==> config.mk <==
export PLATFORM = sky130hd
export DESIGN_NAME = mem_arbiter
export DESIGN_NICKNAME = d
export VERILOG_FILES = /design/src/design/mem_pkg.sv /design/src/design/mem_arbiter.sv
export SDC_FILE = /design/constraint.sdc
export NUM_CORES = 1
export LEC_CHECK = 0
export BUFFER_PORTS_ARGS = -buffer_cell sky130_fd_sc_hd__buf_2
export CORE_AREA = 10 10 114 116
export DETAILED_ROUTE_END_ITERATION = 7
export DIE_AREA = 0 0 124 126
export PLACE_DENSITY = 0.72
export SYNTH_ARGS = -nofsm -noshare
export SYNTH_HDL_FRONTEND = slang
export SYNTH_SLANG_ARGS = --single-unit
==> constraint.sdc <==
create_clock -name clk -period 2.8 [get_ports clk]
set_clock_uncertainty 0.1 [all_clocks]
set_input_delay 0.42 -clock clk [delete_from_list [all_inputs] [get_ports clk]]
set_output_delay 0.42 -clock clk [all_outputs]
set_load 0.01 [all_outputs]
==> src/design/mem_pkg.sv <==
package mem_pkg;

    localparam int ADDR_W      = 32;
    localparam int DATA_W      = 32;
    localparam int BYTES       = DATA_W / 8;
    localparam int MEM_WORDS   = 256;
    localparam int MEM_IDX_W   = $clog2(MEM_WORDS);
    localparam int MEM_LATENCY = 4;
    localparam int LAT_W       = $clog2(MEM_LATENCY + 1);
    localparam int CACHE_LINES = 16;
    localparam int OFFSET_W    = 2;
    localparam int IDX_W       = $clog2(CACHE_LINES);
    localparam int TAG_W       = ADDR_W - IDX_W - OFFSET_W;

    typedef struct packed {
        logic              req;
        logic [ADDR_W-1:0] addr;
        logic              kill;
    } fetch_req_t;

    typedef struct packed {
        logic              ack;
        logic [DATA_W-1:0] data;
    } fetch_rsp_t;

    // Also the upstream port of the data cache
    typedef struct packed {
        logic              req;
        logic [ADDR_W-1:0] addr;
        logic [DATA_W-1:0] w_data;
        logic [BYTES-1:0]  sel_byte;
        logic              w_en;
    } lsu_req_t;

    typedef struct packed {
        logic              ack;
        logic [DATA_W-1:0] r_data;
    } lsu_rsp_t;

    typedef struct packed {
        logic              r_req;
        logic [ADDR_W-1:0] paddr;
        logic              flush_req;
    } mmu_req_t;

    typedef struct packed {
        logic              r_valid;
        logic [DATA_W-1:0] r_data;
    } mmu_rsp_t;

    typedef lsu_req_t mem_req_t;

    typedef struct packed {
        logic              ack;
        logic [DATA_W-1:0] r_data;
    } mem_rsp_t;

    typedef enum logic [1:0] {PORT_IDLE, PORT_LSU, PORT_MMU} port_arb_state_e;

    typedef enum logic [2:0] {
        MEM_IDLE, MEM_DCACHE, MEM_ICACHE, MEM_DKILL, MEM_IKILL
    } mem_arb_state_e;

    typedef enum logic [1:0] {CACHE_IDLE, CACHE_MISS, CACHE_WRITE} cache_state_e;

    // Replace the enabled bytes of a word
    function automatic logic [DATA_W-1:0] merge_bytes(
        input logic [DATA_W-1:0] old_word,
        input logic [DATA_W-1:0] new_word,
        input logic [BYTES-1:0]  sel
    );
        logic [DATA_W-1:0] result;
        result = old_word;
        for (int i = 0; i < BYTES; i++) begin
            if (sel[i]) begin
                result[8*i +: 8] = new_word[8*i +: 8];
            end
        end
        return result;
    endfunction

endpackage

==> src/design/mem_arbiter.sv <==
`timescale 1ns/1ps

module mem_arbiter (
    input  logic              clk,
    input  logic              rst_n,

    // Data cache side
    input  mem_pkg::mem_req_t dcache2mem_i,
    input  logic              dcache_kill_i,
    output mem_pkg::mem_rsp_t mem2dcache_o,

    // Instruction cache side
    input  mem_pkg::mem_req_t icache2mem_i,
    input  logic              icache_kill_i,
    output mem_pkg::mem_rsp_t mem2icache_o,

    // Main memory side
    output mem_pkg::mem_req_t arb2mem_o,
    input  mem_pkg::mem_rsp_t mem2arb_i
);
    import mem_pkg::*;

    mem_arb_state_e state_q;
    mem_arb_state_e state_d;
    mem_req_t       req_q;
    mem_req_t       req_d;

    always_ff @(posedge clk) begin
        if (!rst_n) begin
            state_q <= MEM_IDLE;
            req_q   <= '0;
        end else begin
            state_q <= state_d;
            req_q   <= req_d;
        end
    end

    always_comb begin
        state_d      = state_q;
        req_d        = req_q;
        mem2dcache_o = '0;
        mem2icache_o = '0;

        case (state_q)
            MEM_IDLE: begin
                // Data cache has fixed priority, a killed requester is not granted
                if (dcache2mem_i.req && !dcache_kill_i) begin
                    req_d   = dcache2mem_i;
                    state_d = MEM_DCACHE;
                end else if (icache2mem_i.req && !icache_kill_i) begin
                    req_d   = icache2mem_i;
                    state_d = MEM_ICACHE;
                end
            end

            MEM_DCACHE: begin
                if (mem2arb_i.ack) begin
                    req_d   = '0;
                    state_d = MEM_IDLE;
                    if (!dcache_kill_i) begin
                        mem2dcache_o = mem2arb_i;
                    end
                end else if (dcache_kill_i) begin
                    state_d = MEM_DKILL;
                end
            end

            MEM_ICACHE: begin
                if (mem2arb_i.ack) begin
                    req_d   = '0;
                    state_d = MEM_IDLE;
                    if (!icache_kill_i) begin
                        mem2icache_o = mem2arb_i;
                    end
                end else if (icache_kill_i) begin
                    state_d = MEM_IKILL;
                end
            end

            // Memory still owes an ack, drop it when it comes
            MEM_DKILL, MEM_IKILL: begin
                if (mem2arb_i.ack) begin
                    req_d   = '0;
                    state_d = MEM_IDLE;
                end
            end

            default: begin
                req_d   = '0;
                state_d = MEM_IDLE;
            end
        endcase
    end

    assign arb2mem_o = req_q;

endmodule

==> results of run 1 <==
## logic make-up (layout without fill, tap and decap cells)
group / after synthesis / count (layout) / synth area share (%)
AO/OA/AOI/OAI: 145 / 145 / 37.15
AND/OR/NAND/NOR: 87 / 87 / 15.32
flip-flops: 73 / 73 / 40.40
buffers and inverters: 46 / 340 / 6.572
XOR/XNOR: 1 / 1 / 0.2422
multiplexers: 1 / 1 / 0.3113
## worst max-delay path: cells and delay by family (launching register included)
kind | cells | cell delay, ns
simple gates | 3 | 0.64
buf+inv | 2 | 0.43
flops | 1 | 0.42
## layer usage
layer | part of all wire (%) | up-vias | global-route usage [%]
li1 | - | 1976 | -
met1 | 37 | 1837 | 19.32
met2 | 48 | 225 | 29.40
met3 | 13 | 28 | 8.534
met4 | 1.6 | 0 | 5.149
met5 | 0 | - | 0
## where the power goes
group	total (mW)	internal (mW)	switching [mW]	leakage, nW
clock network	0.902	0.521	0.381	0.113
logic	1.07	0.555	0.519	2.07
registers	1.34	1.23	0.106	0.605
total	3.31	2.31	1.01	2.79
## worst max path at each step
stage	end	slack, ns	cells after the start
after CTS	mem2icache_o[12]	0.41	5
after global placement	arb2mem_o[69]	0.72	6
after global routing	mem2dcache_o[26]	0.29	5
after detailed placement	arb2mem_o[8]	0.73	6
final	mem2icache_o[12]	0.44	5
after floorplan	mem2dcache_o[23]	0.61	5
## final cells by class
type	count	area, um^2	share of cell area, %
inverters	1	3.754	0.06895
well taps	140	175.2	3.218
multi-input cells	234	1936	35.56
flip-flops and latches	73	1461	26.84
repair buffers	324	1652	30.34
clock buffers	10	137.6	2.528
clock inverters	5	78.83	1.448
## cells in the final DEF (no fill, tap or decap), types with 2 or more instances in the layout
cell type  netlist  layout
a21oi_1          4       4
a2bb2oi_1       58      58
a2bb2oi_2       10      10
and2_1          64      64
buf_2            7     312
buf_4            1      12
bufinv_16        0       2
clkbuf_8         0      10
clkinv_2         0       2
dfxtp_1         73      73
nand2_1          4       3
nand2b_1         4       3
nor2_1           3       3
nor2b_1          2       2
nor3_1           2       2
nor4b_2          0       2
o221ai_1        69      69
## flip-flops by register name, summed over array words and instances, names as in the netlist
name,cells
state_q,3
arb2mem_o,70
## per-stage QoR
stage	std cells	utilization, %	total power, mW	hold slack [ns]	worst slack (ns)
after floorplan	353	-	2.018	0.4094	0.6053
after global placement	772	48.87	2.420	0.3643	0.7180
after detailed placement	772	48.87	2.444	0.3755	0.7326
after CTS	787	50.89	3.367	0.2352	0.4080
after global routing	787	50.89	3.509	0.2407	0.2884
final	787	50.89	3.315	0.2625	0.4395
==> out/summary.txt, run 1 <==
status - complete, no violations
sequential fraction of the synthesis area - 40.40%
CTS root buffer - clkbuf_8
CTS Buffer Depth - 2
antenna viol nets, final - 0
1st-iter DRT viols - 128
final-report max-slew violation count - 0
HP Class - in -> reg
Core Region - 10700 um^2
Die X-Extent - 124 um
Post-DP Area - 5228 um^2
total track usage - 17.63%
H-tree levels - 3
worst path required time - 2.28 ns
Setup Fix Bufs, Post-CTS - 0
Via-to-Cell Ratio - 5.166
area grow syn2layout - 50.50%
mean cell area of the mapped netlist - 10.25 um^2
YS warnings - 0
Synth Cell Area - 3617 um^2
Slew @ Worst Pin - 0.4897 ns
R2R cell count - 5
Synth top area share - 40.40%
max incr delay on CP - 0.42 ns
RSZ-0062 raised after global routing - false
clk sink count - 73
worst skew pair latency - 0.33 ns
Worst Setup End Kind - output port
maximum vdd drop - 0.3111 mV
WL final - 14960 um
Setup TNS - 0 ns
WHS Endpoint - arb2mem_o[69]
gr ovfl total - 0
R2R Path Start - state_q[0]
fill cell count - 1019
pwr dens - 608.8 nW/um^2
vias post-DR - 4066
I/O Buffers - 312
DRC viols - 0
antenna violations before repair - 0
clock slew at reported path FFs - 0.07 ns
total leakage power - 2.790 nW
share of flip-flops with an asynchronous set or reset - 0%
Tcrit/Tclk final - 84.30%
RR Endpoint - arb2mem_o[33]
Post-synth top flop - dfxtp_1
largest net degree at the start of global routing - 48
Mapped Cells - 353
dpl hpwl - 11950 um
row cnt - 38
crit path max-delay cell type - dfxtp_1
syn_nets - 530
origin of the worst min-delay path - rst_n
Cell variety after synth - 28
CP Max Fanout - 33
die height - 126 um
CTS buffer count - 9
CP Launch Point - state_q[2]
Area contributors post-synth - dfxtp_1 40%, o221ai_1 17%, a2bb2oi_1 14%
# IOs - 313
layout cells sized above 1 - 55.33%
initial core utilization - 33.81%
most common cell in the netlist - dfxtp_1
Setup Crit Path Kind - reg -> out
ant diodes - 0
reg2reg setup slack - 0.75 ns
final instance area - 5444 um^2
Slew HR - 67.35%
crit path cell chain - nand2b_1 -> nor4b_2 -> buf_4 -> and2_1 -> buf_2
post-cts sizing count - 0
CTS tree - built
endpoints failing setup - 0
Period minus WS final - 2.361 ns
cts hold-fix bufs - 0
hold path depth - 2
CP arrival - 1.84 ns
f_max - 423.6 MHz
Nets - 820
Synth Register Bits - 73
max-cap violations - 0
GP Congestion - 0.8805
top cells by count, synth - 73 x dfxtp_1, 69 x o221ai_1, 64 x and2_1, 58 x a2bb2oi_1, 30 x clkbuf_1
DR pass1 iterations - 4
area leader, netlist - dfxtp_1
Die ar. - 15620 um^2
Post-synth EDFFs - 0
CP Launch Type - register
vias in the first global route - 4236
Final Hold Vio Count - 0
DR WL/cell - 19.00 um
first-pass GRT wire length - 22270 um
(Power assumes the default switching activity.)
==> run 2, diff against run 1 <==
--- a/config.mk
+++ b/config.mk
@@ -5,11 +5,13 @@
 export SDC_FILE = /design/constraint.sdc
 export NUM_CORES = 1
 export LEC_CHECK = 0
+export ABC_AREA = 1
 export BUFFER_PORTS_ARGS = -buffer_cell sky130_fd_sc_hd__buf_2
-export CORE_AREA = 10 10 114 116
+export CORE_ASPECT_RATIO = 0.9
+export CORE_MARGIN = 10
+export CORE_UTILIZATION = 38
 export DETAILED_ROUTE_END_ITERATION = 7
-export DIE_AREA = 0 0 124 126
-export PLACE_DENSITY = 0.72
+export PLACE_DENSITY = 0.77
 export SYNTH_ARGS = -nofsm -noshare
 export SYNTH_HDL_FRONTEND = slang
 export SYNTH_SLANG_ARGS = --single-unit
==> constraint.sdc (replaced) <==
create_clock -name clk -period 1.9 [get_ports clk]
set_clock_uncertainty 0.1 [all_clocks]
set_input_delay 0.285 -clock clk [delete_from_list [all_inputs] [get_ports clk]]
set_output_delay 0.285 -clock clk [all_outputs]
set_load 0.01 [all_outputs]
==> run 2 against run 1 <==
The flow now finishes with violations (setup timing). Sequential share of layout area decreased by 7.3 points. Via count increased by 51%. Critical path depth increased by 3. Worst hold slack got worse by 0.026 ns. Register-to-register slack got worse by 0.88 ns. Power increased to 3.2 times the previous value. Final cell count increased by 67%. First-iteration DRC count increased to 3.0 times the previous value.
==> out/summary.txt, run 2 <==
hold slack - 0.2364 ns
die height - 122.6 um
max-cap violations - 0
worst path required time - 1.51 ns
CTS tree - built
antenna viol nets, final - 0
DR pass1 iterations - 5
Final Hold Vio Count - 0
post-route insts no fill - 1312
total leakage power - 4.265 nW
Tcrit/Tclk final - 111.0%
Setup Crit Path Kind - reg -> out
clk sink count - 73
vias post-DR - 6135
gr ovfl total - 0
Die X-Extent - 134.0 um
worst skew pair latency - 0.31 ns
endpoints failing setup - 133
maximum vdd drop - 0.7242 mV
cts hold-fix bufs - 0
HP Class - in -> reg
layout cells sized above 1 - 38.41%
critical path endpoint - mem2dcache_o[10]
Mapped Cells - 831
WL final - 20750 um
Slew @ Worst Pin - 0.4618 ns
commonest non-fill, non-tap cells in the layout - 288 x nand2_1, 287 x buf_2, 173 x nor2_1, 106 x inv_1, 70 x dfxtp_1
vias in the first global route - 5352
top cells by count, synth - 296 x nand2_1, 221 x nor2_1, 111 x inv_1, 73 x dfxtp_1, 69 x a21oi_1
YS warnings - 0
violated checks - setup timing
DR WL/cell - 15.81 um
# IOs - 313
initial core utilization - 38.90%
area grow syn2layout - 68.86%
ant diodes - 0
Slew HR - 69.22%
mean cell area of the mapped netlist - 5.353 um^2
Nets - 1328
first-pass GRT wire length - 27070 um
CP arrival - 1.72 ns
origin of the worst min-delay path - dcache2mem_i[58]
CP Max Fanout - 16
DP Cell Count - 1266
Post-DP Area - 6188 um^2
Post-synth EDFFs - 0
Die ar. - 16440 um^2
R2R Path Start - state_q[2]
Period minus WS final - 2.110 ns
Synth Cell Area - 4448 um^2
Post-synth top flop - dfxtp_1
clock slew at reported path FFs - 0.06 ns
Worst Setup End Kind - output port
H-tree levels - 3
syn_nets - 1008
dpl hpwl - 13480 um
final-report max-slew violation count - 0
Placement Setup Slack - 0.1209 ns
sequential fraction of the synthesis area - 32.86%
CP Launch Point - state_q[0]
Synth Register Bits - 73
DRC viols - 0
total track usage - 20.00%
Final Util - 65.69%
area leader, netlist - dfxtp_1
I/O Buffers - 312
pwr dens - 1428 nW/um^2
Synth top area share - 32.86%
RSZ-0062 raised after global routing - true
most common cell after layout, fill and taps aside - nand2_1
share of flip-flops with an asynchronous set or reset - 0%
CP Launch Type - register
CTS Buffer Depth - 2
Core Region - 11430 um^2
f_max - 474.0 MHz
Via-to-Cell Ratio - 4.676
Area contributors post-synth - dfxtp_1 33%, nand2_1 25%, nor2_1 19%
GP Congestion - 0.8846
Cell variety after synth - 16
reg2reg setup slack - -0.13 ns
most common cell in the netlist - nand2_1
max reg flops - 70
antenna violations before repair - 1
1st-iter DRT viols - 378
final worst setup slack - -0.2098 ns
final instance area - 7511 um^2
CTS buffer count - 9
RR Endpoint - arb2mem_o[28]
status - complete, but fails checks
R2R cell count - 13
CTS root buffer - clkbuf_16
largest net degree at the start of global routing - 74
row cnt - 37
==> run 2: logic make-up (layout without fill, tap and decap cells) <==
family / after synthesis / after routing / share of synthesized area [%]
flops: 73 / 73 / 32.86
simple gates: 525 / 527 / 44.61
buf+inv: 162 / 485 / 14.54
compound gates: 71 / 71 / 7.989
==> run 2: cell type report <==
cell class	instances	area, um^2
fillers	1015	3924
flip-flops and latches	73	1470
multi-input cells	598	2741
clock inverters	5	103.9
repair buffers	357	2342
well taps	156	195.2
clock buffers	11	232.7
inverters	112	425.4
==> run 2: repair_timing <==
item / 4_1_cts / 5_1_grt
pin swaps: 3 / 10
buffers inserted: 17 / 5
gates resized for setup: 36 / 130
gates cloned: 3 / 9
endpoints found under the setup margin: 64 / 137
==> run 2: how the worst min path moves through the flow <==
| stage | endpoint | slack [ns] | depth (start not counted) |
|---|---|---|---|
| after floorplan | state_q[2] | 0.39 | 3 |
| after global placement | arb2mem_o[42] | 0.39 | 4 |
| after detailed placement | arb2mem_o[40] | 0.40 | 4 |
| after CTS | state_q[2] | 0.20 | 4 |
| after global routing | arb2mem_o[7] | 0.25 | 5 |
| final | arb2mem_o[58] | 0.24 | 5 |
==> run 2: per-stage QoR <==
step / power (mW) / TNS, ns
6_report: 10.73 / -11.61
5_1_grt: 11.61 / -20.10
4_1_cts: 9.604 / -4.865
3_5_place_dp: 7.243 / 0
3_3_place_gp: 7.196 / 0
2_1_floorplan: 5.735 / 0
==> run 2: where the power goes <==
part | internal, mW | total [mW] | leakage, nW | switching [mW]
Sequential | 2.09 | 2.37 | 0.606 | 0.280
Combinational | 2.71 | 6.44 | 3.50 | 3.73
Clock | 1.28 | 1.92 | 0.164 | 0.632
==> run 2: worst max-delay path, stage by stage (launching register included) <==
cell	delay, ns
dfxtp_4	0.37
inv_4	0.04
nor2_4	0.13
nand2_2	0.09
nor3_4	0.20
inv_2	0.10
buf_16	0.17
nor2_1	0.13
buf_2	0.17
==> run 2: per-layer routing <==
| metal | routed length [um] | track usage (%) | share of wire (%) | vias up |
|---|---|---|---|---|
| met5 | 0 | 0 | 0 | - |
| met4 | 756 | 6.250 | 3.6 | 0 |
| met3 | 1822 | 7.925 | 8.8 | 55 |
| met2 | 10400 | 36.91 | 50 | 288 |
| met1 | 7765 | 20.49 | 37 | 2723 |
| li1 | - | - | - | 3069 |
